$ cat config.mk
export PLATFORM = sky130hd
export DESIGN_NAME = sqrt_sum_top
export DESIGN_NICKNAME = d
export VERILOG_FILES = /design/src/sqrt_types_pkg.sv /design/src/wb_pkg.sv /design/src/sqrt_sum_top.sv /design/src/sqrt_sum_ctrl.sv /design/src/wb_regs.sv /design/src/align_fifo.sv /design/src/isqrt_pipe.sv
export VERILOG_INCLUDE_DIRS = /design/src
export SDC_FILE = /design/constraint.sdc
export NUM_CORES = 1
export LEC_CHECK = 0
export ABC_AREA = 1
export CAP_MARGIN = 20
export CORE_AREA = 3 3 200 241
export CTS_CLUSTER_DIAMETER = 100
export DETAILED_ROUTE_END_ITERATION = 8
export DIE_AREA = 0 0 203 244
export DONT_BUFFER_PORTS = 1
export GPL_TIMING_DRIVEN = 0
export MAX_ROUTING_LAYER = met4
export PLACE_DENSITY_LB_ADDON = 0.2
export SETUP_SLACK_MARGIN = 0.2
export SYNTH_ARGS = -nofsm -noshare
export SYNTH_HDL_FRONTEND = slang
export SYNTH_SLANG_ARGS = --single-unit
$ cat constraint.sdc
create_clock -name clk -period 7.9 [get_ports clk]
set_input_delay 0.79 -clock clk [delete_from_list [all_inputs] [get_ports clk]]
set_output_delay 0.79 -clock clk [all_outputs]
set_load 0.005 [all_outputs]
$ cat src/sqrt_sum_defs.svh
`ifndef SQRT_SUM_DEFS_SVH
`define SQRT_SUM_DEFS_SVH

// operand widths.
`define SQS_WIDTH_AB 8
`define SQS_WIDTH_C 16
`define SQS_SUM_WIDTH 16

// fifo depths, powers of two.
`define SQS_ALIGN_DEPTH 8
`define SQS_RESULT_DEPTH 8

// word addresses on the bus.
`define SQS_ADDR_A 3'd0
`define SQS_ADDR_B 3'd1
`define SQS_ADDR_C 3'd2
`define SQS_ADDR_CTRL 3'd3
`define SQS_ADDR_RESULT 3'd4

`endif
$ cat src/sqrt_types_pkg.sv
`include "sqrt_sum_defs.svh"

package sqrt_types_pkg;

  // operands.
  typedef logic [`SQS_WIDTH_AB-1:0] opnd_ab_t;
  typedef logic [`SQS_WIDTH_C-1:0] opnd_c_t;

  // a root is half as wide as its operand.
  typedef logic [`SQS_WIDTH_AB/2-1:0] root_ab_t;
  typedef logic [`SQS_WIDTH_C/2-1:0] root_c_t;

  typedef logic [`SQS_SUM_WIDTH-1:0] sum_t;

  // free result slots, 0 up to the full depth.
  typedef logic [$clog2(`SQS_RESULT_DEPTH):0] credit_t;

  typedef enum logic [1:0] {
    idle,  // nothing in flight.
    run,   // jobs in flight, room for more.
    drain  // jobs in flight, out of credits.
  } ctrl_state_t;

endpackage

$ cat src/wb_pkg.sv
package wb_pkg;

  typedef logic [2:0] wb_adr_t;   // word address.
  typedef logic [31:0] wb_data_t;

  // master to slave.
  typedef struct packed {
    logic     cyc;
    logic     stb;
    logic     we;
    wb_adr_t  adr;
    wb_data_t dat;
  } wb_req_t;

  // slave to master.
  typedef struct packed {
    logic     ack;
    wb_data_t dat;
  } wb_rsp_t;

endpackage

$ cat src/sqrt_sum_top.sv
`include "sqrt_sum_defs.svh"

module sqrt_sum_top
  import wb_pkg::*, sqrt_types_pkg::*;
(
  input  logic    clk,
  input  logic    rst,
  input  wb_req_t wb_req,
  output wb_rsp_t wb_rsp
);

  opnd_ab_t opnd_a;
  opnd_ab_t opnd_b;
  opnd_c_t  opnd_c;
  logic     start_req;
  logic     start_taken;
  logic     pipe_valid;
  opnd_ab_t pipe_a;
  opnd_ab_t pipe_b;
  opnd_c_t  pipe_c;
  logic     a_valid;
  logic     b_valid;
  logic     c_valid;
  root_ab_t a_root;
  root_ab_t b_root;
  root_c_t  c_root;
  root_ab_t a_head;
  root_ab_t b_head;
  logic     a_empty;
  logic     b_empty;
  logic     align_pop;
  logic     sum_push;
  sum_t     sum;
  sum_t     res_data;
  logic     res_empty;
  logic     res_pop;
  logic [$clog2(`SQS_RESULT_DEPTH):0] res_count;

  wb_regs u_wb_regs (
    .clk         (clk),
    .rst         (rst),
    .wb_req      (wb_req),
    .wb_rsp      (wb_rsp),
    .opnd_a      (opnd_a),
    .opnd_b      (opnd_b),
    .opnd_c      (opnd_c),
    .start_req   (start_req),
    .start_taken (start_taken),
    .res_data    (res_data),
    .res_empty   (res_empty),
    .res_count   (res_count),
    .res_pop     (res_pop)
  );

  sqrt_sum_ctrl u_ctrl (
    .clk         (clk),
    .rst         (rst),
    .opnd_a      (opnd_a),
    .opnd_b      (opnd_b),
    .opnd_c      (opnd_c),
    .start_req   (start_req),
    .start_taken (start_taken),
    .pipe_valid  (pipe_valid),
    .pipe_a      (pipe_a),
    .pipe_b      (pipe_b),
    .pipe_c      (pipe_c),
    .c_valid     (c_valid),
    .c_root      (c_root),
    .a_head      (a_head),
    .b_head      (b_head),
    .a_empty     (a_empty),
    .b_empty     (b_empty),
    .align_pop   (align_pop),
    .sum_push    (sum_push),
    .sum         (sum),
    .res_pop     (res_pop)
  );

  isqrt_pipe #(.WIDTH(`SQS_WIDTH_AB)) u_sqrt_a (
    .clk       (clk),
    .rst       (rst),
    .in_valid  (pipe_valid),
    .x         (pipe_a),
    .out_valid (a_valid),
    .root      (a_root)
  );

  isqrt_pipe #(.WIDTH(`SQS_WIDTH_AB)) u_sqrt_b (
    .clk       (clk),
    .rst       (rst),
    .in_valid  (pipe_valid),
    .x         (pipe_b),
    .out_valid (b_valid),
    .root      (b_root)
  );

  isqrt_pipe #(.WIDTH(`SQS_WIDTH_C)) u_sqrt_c (
    .clk       (clk),
    .rst       (rst),
    .in_valid  (pipe_valid),
    .x         (pipe_c),
    .out_valid (c_valid),
    .root      (c_root)
  );

  // a and b roots wait here for the slower c root.
  align_fifo #(.WIDTH($bits(root_ab_t)), .DEPTH(`SQS_ALIGN_DEPTH)) u_fifo_a (
    .clk   (clk),
    .rst   (rst),
    .push  (a_valid),
    .wdata (a_root),
    .pop   (align_pop),
    .rdata (a_head),
    .empty (a_empty),
    .count ()
  );

  align_fifo #(.WIDTH($bits(root_ab_t)), .DEPTH(`SQS_ALIGN_DEPTH)) u_fifo_b (
    .clk   (clk),
    .rst   (rst),
    .push  (b_valid),
    .wdata (b_root),
    .pop   (align_pop),
    .rdata (b_head),
    .empty (b_empty),
    .count ()
  );

  align_fifo #(.WIDTH($bits(sum_t)), .DEPTH(`SQS_RESULT_DEPTH)) u_fifo_res (
    .clk   (clk),
    .rst   (rst),
    .push  (sum_push),
    .wdata (sum),
    .pop   (res_pop),
    .rdata (res_data),
    .empty (res_empty),
    .count (res_count)
  );

endmodule

$ cat src/sqrt_sum_ctrl.sv
`include "sqrt_sum_defs.svh"

module sqrt_sum_ctrl
  import sqrt_types_pkg::*;
(
  input  logic     clk,
  input  logic     rst,
  input  opnd_ab_t opnd_a,
  input  opnd_ab_t opnd_b,
  input  opnd_c_t  opnd_c,
  input  logic     start_req,
  output logic     start_taken,
  output logic     pipe_valid,
  output opnd_ab_t pipe_a,
  output opnd_ab_t pipe_b,
  output opnd_c_t  pipe_c,
  input  logic     c_valid,
  input  root_c_t  c_root,
  input  root_ab_t a_head,
  input  root_ab_t b_head,
  input  logic     a_empty,
  input  logic     b_empty,
  output logic     align_pop,
  output logic     sum_push,
  output sum_t     sum,
  input  logic     res_pop
);

  credit_t     credits;
  credit_t     credits_nx;
  credit_t     in_flight;
  credit_t     in_flight_nx;
  ctrl_state_t state;
  ctrl_state_t state_nx;

  // admit only with a reserved result slot.
  assign start_taken = start_req && (credits != '0);

  assign pipe_valid = start_taken;
  assign pipe_a = start_taken ? opnd_a : '0;  // quiet pipes between jobs.
  assign pipe_b = start_taken ? opnd_b : '0;
  assign pipe_c = start_taken ? opnd_c : '0;

  // a and b heads are already waiting when c lands.
  assign align_pop = c_valid;

  always_comb
  begin
    credits_nx = credits - credit_t'(start_taken) + credit_t'(res_pop);
    in_flight_nx = in_flight + credit_t'(start_taken) - credit_t'(sum_push);
    if (in_flight_nx == '0)
      state_nx = idle;
    else if (credits_nx == '0)
      state_nx = drain;
    else
      state_nx = run;
  end

  always_ff @(posedge clk or posedge rst)
  begin
    if (rst)
    begin
      credits <= credit_t'(`SQS_RESULT_DEPTH);
      in_flight <= '0;
      state <= idle;
      sum_push <= 1'b0;
    end
    else
    begin
      credits <= credits_nx;
      in_flight <= in_flight_nx;
      state <= state_nx;
      sum_push <= c_valid;  // sum lands one cycle after c.
    end
  end

  always_ff @(posedge clk)
  begin
    if (c_valid)
      sum <= sum_t'(a_head) + sum_t'(b_head) + sum_t'(c_root);
  end

  a_credit_range: assert property (@(posedge clk) disable iff (rst)
    credits <= credit_t'(`SQS_RESULT_DEPTH));

  a_align_ready: assert property (@(posedge clk) disable iff (rst)
    c_valid |-> !a_empty && !b_empty);

  // a root with no admitted job behind it.
  a_no_orphan: assert property (@(posedge clk) disable iff (rst)
    c_valid |-> state != idle);

endmodule

$ cat src/wb_regs.sv
`include "sqrt_sum_defs.svh"

module wb_regs
  import wb_pkg::*, sqrt_types_pkg::*;
(
  input  logic       clk,
  input  logic       rst,
  input  wb_req_t    wb_req,
  output wb_rsp_t    wb_rsp,
  output opnd_ab_t   opnd_a,
  output opnd_ab_t   opnd_b,
  output opnd_c_t    opnd_c,
  output logic       start_req,
  input  logic       start_taken,
  input  sum_t       res_data,
  input  logic       res_empty,
  input  logic [3:0] res_count,
  output logic       res_pop
);

  logic     ack_q;
  wb_data_t rdata_q;
  logic     job_refused;
  logic     req_acc;
  logic     wr_acc;
  logic     rd_acc;
  logic     ctrl_wr;
  wb_data_t status;

  // one access per request, ack in the following cycle.
  assign req_acc = wb_req.cyc && wb_req.stb && !ack_q;
  assign wr_acc = req_acc && wb_req.we;
  assign rd_acc = req_acc && !wb_req.we;
  assign ctrl_wr = wr_acc && (wb_req.adr == `SQS_ADDR_CTRL);
  assign res_pop = rd_acc && (wb_req.adr == `SQS_ADDR_RESULT) && !res_empty;

  assign status = {24'b0, res_count, 3'b0, job_refused};

  assign wb_rsp.ack = ack_q;
  assign wb_rsp.dat = rdata_q;

  always_ff @(posedge clk or posedge rst)
  begin
    if (rst)
    begin
      ack_q <= 1'b0;
      start_req <= 1'b0;
    end
    else
    begin
      ack_q <= req_acc;
      start_req <= ctrl_wr && wb_req.dat[0];  // lines up with ack.
    end
  end

  always_ff @(posedge clk or posedge rst)
  begin
    if (rst)
    begin
      opnd_a <= '0;
      opnd_b <= '0;
      opnd_c <= '0;
    end
    else if (wr_acc)
    begin
      case (wb_req.adr)
        `SQS_ADDR_A: opnd_a <= wb_req.dat[`SQS_WIDTH_AB-1:0];
        `SQS_ADDR_B: opnd_b <= wb_req.dat[`SQS_WIDTH_AB-1:0];
        `SQS_ADDR_C: opnd_c <= wb_req.dat[`SQS_WIDTH_C-1:0];
        default:     ;
      endcase
    end
  end

  // sticky until the host clears it.
  always_ff @(posedge clk or posedge rst)
  begin
    if (rst)
      job_refused <= 1'b0;
    else if (ctrl_wr && wb_req.dat[1])
      job_refused <= 1'b0;
    else if (start_req && !start_taken)
      job_refused <= 1'b1;
  end

  always_ff @(posedge clk)
  begin
    if (rd_acc)
    begin
      case (wb_req.adr)
        `SQS_ADDR_A:      rdata_q <= wb_data_t'(opnd_a);
        `SQS_ADDR_B:      rdata_q <= wb_data_t'(opnd_b);
        `SQS_ADDR_C:      rdata_q <= wb_data_t'(opnd_c);
        `SQS_ADDR_CTRL:   rdata_q <= status;
        `SQS_ADDR_RESULT: rdata_q <= res_empty ? '0 : wb_data_t'(res_data);
        default:          rdata_q <= '0;
      endcase
    end
  end

  a_ack_single: assert property (@(posedge clk) disable iff (rst)
    ack_q |=> !ack_q);

endmodule

$ cat src/align_fifo.sv
module align_fifo #(
  parameter int WIDTH = 8,
  parameter int DEPTH = 8
) (
  input  logic                    clk,
  input  logic                    rst,
  input  logic                    push,
  input  logic [WIDTH-1:0]        wdata,
  input  logic                    pop,
  output logic [WIDTH-1:0]        rdata,
  output logic                    empty,
  output logic [$clog2(DEPTH):0]  count
);

  localparam int PW = $clog2(DEPTH);

  logic [WIDTH-1:0] mem [DEPTH];
  logic [PW-1:0]    wr_ptr;
  logic [PW-1:0]    rd_ptr;
  logic             full;

  assign full = (count == DEPTH);
  assign empty = (count == '0);
  assign rdata = mem[rd_ptr];  // head always visible.

  always_ff @(posedge clk)
  begin
    if (push)
      mem[wr_ptr] <= wdata;
  end

  always_ff @(posedge clk or posedge rst)
  begin
    if (rst)
    begin
      wr_ptr <= '0;
      rd_ptr <= '0;
      count <= '0;
    end
    else
    begin
      if (push)
        wr_ptr <= wr_ptr + 1'b1;  // wraps at DEPTH.
      if (pop)
        rd_ptr <= rd_ptr + 1'b1;
      case ({push, pop})
        2'b10:   count <= count + 1'b1;
        2'b01:   count <= count - 1'b1;
        default: count <= count;
      endcase
    end
  end

  a_no_overflow: assert property (@(posedge clk) disable iff (rst)
    !(push && full));

  a_no_underflow: assert property (@(posedge clk) disable iff (rst)
    !(pop && empty));

endmodule

$ cat src/isqrt_pipe.sv
module isqrt_pipe #(
  parameter int WIDTH = 16
) (
  input  logic               clk,
  input  logic               rst,
  input  logic               in_valid,
  input  logic [WIDTH-1:0]   x,
  output logic               out_valid,
  output logic [WIDTH/2-1:0] root
);

  localparam int HALF = WIDTH / 2;
  localparam int RW = HALF + 2;  // remainder plus two new bits.

  logic             valid_q [HALF];
  logic [HALF-1:0]  root_q  [HALF];
  logic [RW-1:0]    rem_q   [HALF-1];  // last stage needs no remainder.
  logic [WIDTH-1:0] bits_q  [HALF-1];

  for (genvar s = 0; s < HALF; s++)
  begin : g_stage
    logic             v_in;
    logic [HALF-1:0]  q_in;
    logic [RW-1:0]    r_in;
    logic [WIDTH-1:0] b_in;
    logic [RW-1:0]    cand;
    logic [RW-1:0]    trial;
    logic             keep;

    if (s == 0)
    begin : g_first
      assign v_in = in_valid;
      assign q_in = '0;
      assign r_in = '0;
      assign b_in = x;
    end
    else
    begin : g_next
      assign v_in = valid_q[s-1];
      assign q_in = root_q[s-1];
      assign r_in = rem_q[s-1];
      assign b_in = bits_q[s-1];
    end

    // bring down the next bit pair and try 4q+1.
    assign cand = {r_in[RW-3:0], b_in[WIDTH-1 -: 2]};
    assign trial = {q_in, 2'b01};
    assign keep = (cand >= trial);

    always_ff @(posedge clk or posedge rst)
    begin
      if (rst)
        valid_q[s] <= 1'b0;
      else
        valid_q[s] <= v_in;
    end

    always_ff @(posedge clk)
    begin
      root_q[s] <= {q_in[HALF-2:0], keep};
    end

    if (s < HALF - 1)
    begin : g_carry
      always_ff @(posedge clk)
      begin
        rem_q[s] <= keep ? cand - trial : cand;
        bits_q[s] <= b_in << 2;  // next pair moves to the top.
      end
    end
  end

  assign out_valid = valid_q[HALF-1];
  assign root = root_q[HALF-1];

  a_latency_fwd: assert property (@(posedge clk) disable iff (rst)
    in_valid |-> ##HALF out_valid);

  a_latency_bwd: assert property (@(posedge clk) disable iff (rst)
    out_valid |-> $past(in_valid, HALF));

endmodule

==> metrics.md <==
| Metric | Value |
|---|---|
| Vias per inst | 4.587 |
| Asr flop ratio synth | 15.91% |
| IO Port Bufs | 0 |
| FF-to-FF Start | u_fifo_b.rd_ptr[0] |
| DP Cell Count | 2315 |
| CTS tree | done |
| Top cell type's share of synthesized area | 27.83% |
| CTS root buf | clkbuf_16 |
| Total Nets Final | 1875 |
| Number of max-cap violations | 0 |
| Layout Cells excl Fill | 2401 |
| Area grow syn2layout | 14.31% |
| Via count | 11010 |
| H-tree lvl count | 2 |
| Hold EP | u_sqrt_c.bits_q[2][12] |
| R2R Setup Slk | 4.64 ns |
| Area contributors post-synth | edfxtp_1 28%, dfxtp_1 24%, dfrtp_1 9.9% |
| Required time worst endpoint | 8.21 ns |
| M2 GR Usage | 24.73% |
| Die Area | 49530 sq um |
| R2R depth | 13 |
| RSZ-0062 raised after global routing | no |
| Row count | 86 |
| Global-route usage over all layers | 14.62% |
| Final Cycle Share | 41.32% |
| Worst path most repeated cell | nand2_1 |
| DR WL/cell | 14.59 um |
| Max Fclk | 0.3064 GHz |
| Largest net degree at the start of global routing | 60 |
| Critical Path Start Type | flip-flop |
| Vias in the first global route | 10850 |
| Run status | complete, no violations |
| Post-route setup slack | 4.636 ns |
| Maximum VDD drop | 175.3 uV |
| Element type at the critical path end | flip-flop |
| CTS Buf Count | 45 |
| GRT Max-Usage Layer | met2 |
| Critical path cell sequence | buf_4, buf_2, mux2i_1, o22ai_1, nand2_1, nand2_1, fa_1, ha_1, fa_1, nand3_1, nand2_1, and3_1, xor2_1 |
| EDFF count, synth | 161 |
| Worst min-delay path class | reg -> reg |
| CTS max path bufs | 3 |
| Final ANT Viol Nets | 0 |
| Yosys warning total | 0 |
| Power per cell area | 283.9 nW/um^2 |
| Pleak | 0.008562 uW |
| Hold Path Depth | 0 |
| First-pass GRT wire length | 56030 um |
| Final weighted congestion in routability-driven placement | 0.8436 |
| Core area | 45950 sq um |
| Initial Utilization | 37.81% |
| Initial DRC Count | 559 |
| Crit-path max FO | 10 |
| Final WL | 35040 um |
| # diodes | 0 |
| Yosys top cell by area | edfxtp_1 |
| Actual transition at the worst max-transition pin | 1.031 ns |
| Die width | 203 um |
| Tmin final | 3.264 ns |
| Worst skew pair latency | 0.56 ns |
| Area of the mapped netlist | 17370 sq um |
| Critical Path Source | u_fifo_b.rd_ptr[0] |
| Final Max Slew Viols | 0 |
| Most used DFF post-synth | dfxtp_1 |
| Syn Inst Count | 1680 |
| #FFs+latches synth | 440 |
| Max incr delay on CP | 0.45 ns |
| Die H | 244 um |
| Kind of critical path | reg -> reg |
| Global route total overflow | 0 |
| Final hold violations | 0 |
| Most used standard cell by instance count after synthesis | nand2_1 |
| Seq/Total Area, Yosys | 62.01% |
| Hold_sp | u_sqrt_c.bits_q[1][10] |
| Final Power | 5637 uW |
| Syn avg cell area | 10.34 sq um |
| M3 GR Usage | 3.275% |
| Layout Skew | 0.01553 ns |
| GR met1 Demand/Resource | 17.24% |
| DR DRC count | 0 |
| Initial antenna violation count | 0 |
| Reg clk slew, reported paths | 0.06 ns |
| Final setup vio count | 0 |
| Total Neg Setup Slack | 0 ns |
| Worst r2r dst | u_ctrl.sum[7] |
| Crit path arrival time | 3.58 ns |
| Slew HR | 30.98% |
| Pre-CTS WS | 4.543 ns |
| Post-DP HPWL | 25340 um |
| Io pins | 73 |
| Num Clock Sinks | 440 |
| Synth top cells by count | 275 x nand2_1, 209 x dfxtp_1, 208 x inv_1 |
| Slowest stage cell, crit path | fa_1 |
| Number of library cell types mapped by synthesis | 51 |
| First-pass iteration count of the detailed router | 7 |
| Layout cells sized above 1 | 9.524% |
-- metrics by stage --
step	hold WS (ns)	cell area, sq um	utilization, %
2_1_floorplan	0.3096	17440	-
3_3_place_gp	0.3116	18210	39.63
3_5_place_dp	0.3121	18240	39.70
4_1_cts	0.2830	19830	43.16
5_1_grt	0.2970	19860	43.21
6_report	0.3207	19860	43.21
-- power by group --
| part | leakage [uW] | internal [uW] | switching, uW |
|---|---|---|---|
| Sequential | 0.00405 | 2510 | 76.4 |
| Clock | 0.000773 | 1350 | 864 |
| Combinational | 0.00374 | 298 | 535 |
-- sequential cells by signal, indices dropped and copies added (netlist names), 9 cells and up --
| signal | count |
|---|---|
| u_sqrt_a.root_q | 10 |
| u_wb_regs.opnd_c | 16 |
| u_sqrt_b.rem_q | 11 |
| u_sqrt_c.bits_q | 56 |
| u_sqrt_c.root_q | 36 |
| u_ctrl.sum | 9 |
| u_sqrt_a.rem_q | 11 |
| u_sqrt_c.rem_q | 51 |
| u_fifo_b.mem | 32 |
| u_sqrt_b.root_q | 10 |
| u_fifo_res.mem | 72 |
| u_sqrt_b.bits_q | 12 |
| u_wb_regs.rdata_q | 16 |
| u_sqrt_a.bits_q | 12 |
| u_fifo_a.mem | 32 |
-- critical path: cells and delay by family, from the launching register on --
| kind | cells | cell delay (ns) |
|---|---|---|
| fa+ha+maj | 3 | 1.12 |
| simple gates | 5 | 0.53 |
| buf+inv | 2 | 0.45 |
| flops | 1 | 0.36 |
| mux | 1 | 0.30 |
| xor+xnor | 1 | 0.13 |
| compound gates | 1 | 0.12 |
-- cell type report --
type                            instances  area [sq um]
Timing Repair Buffer                    4         60.06
Clock buffer                           64          1343
Buffer                                 50         311.5
Clock inverter                         19         241.5
Multi-Input combinational cell        991          5540
Fill cell                            4383         26090
Sequential cell                       440         10770
Inverter                              217         817.0
Tap cell                              616         770.7
-- logic make-up (layout without fill, tap and decap cells) --
kind of cell    count (synthesis)  count (layout)  share of synthesized area [%]
compound gates                234             234                          7.520
xor+xnor                       46              46                          2.319
fa+ha+maj                      86              86                          6.497
buf+inv                       267             354                          6.483
flops                         440             440                          62.01
mux                             7               7                         0.4106
other cells                     1              19                        0.02159
simple gates                  599             599                          14.74
-- layer usage --
layer  vias up  routed length (um)
met5         -                   0
met4         0                 944
met3        57                1594
met2       210               17450
met1      5143               15040
li1       5604                   -
-- how the worst max path moves through the flow --
stage,cells after the start,slack [ns],endpoint
6_report,13,4.64,u_ctrl.sum[7]
5_1_grt,13,4.40,u_ctrl.sum[7]
4_1_cts,13,4.54,u_ctrl.sum[7]
3_5_place_dp,13,4.54,u_ctrl.sum[7]
3_3_place_gp,1,4.21,u_wb_regs.opnd_c[11]
2_1_floorplan,14,5.03,u_ctrl.sum[7]
-- cell usage in the layout, fill, tap and decap left out, drive strengths merged, types with 8 or more instances in the layout --
master and count:
nand4 22, inv 216, o211ai 19, nand3 58
conb 19, xnor2 8, dfxtp 209, buf 46
xor2 38, a21oi 42, nor2 217, o21ai 136
nand2 284, clkinv 12, edfxtp 161, o22ai 26
dfrtp 69, ha 79, clkbuf 71
-- repair_timing --
item | 4_1_cts | 5_1_grt
resized for setup | 0 | 0
buffers inserted | 0 | 0
setup endpoints to repair | 0 | 0
endpoints found under the hold margin | 8 | 0
hold buffers | 1 | 0
Note: power is estimated with default switching activity, not from simulation.
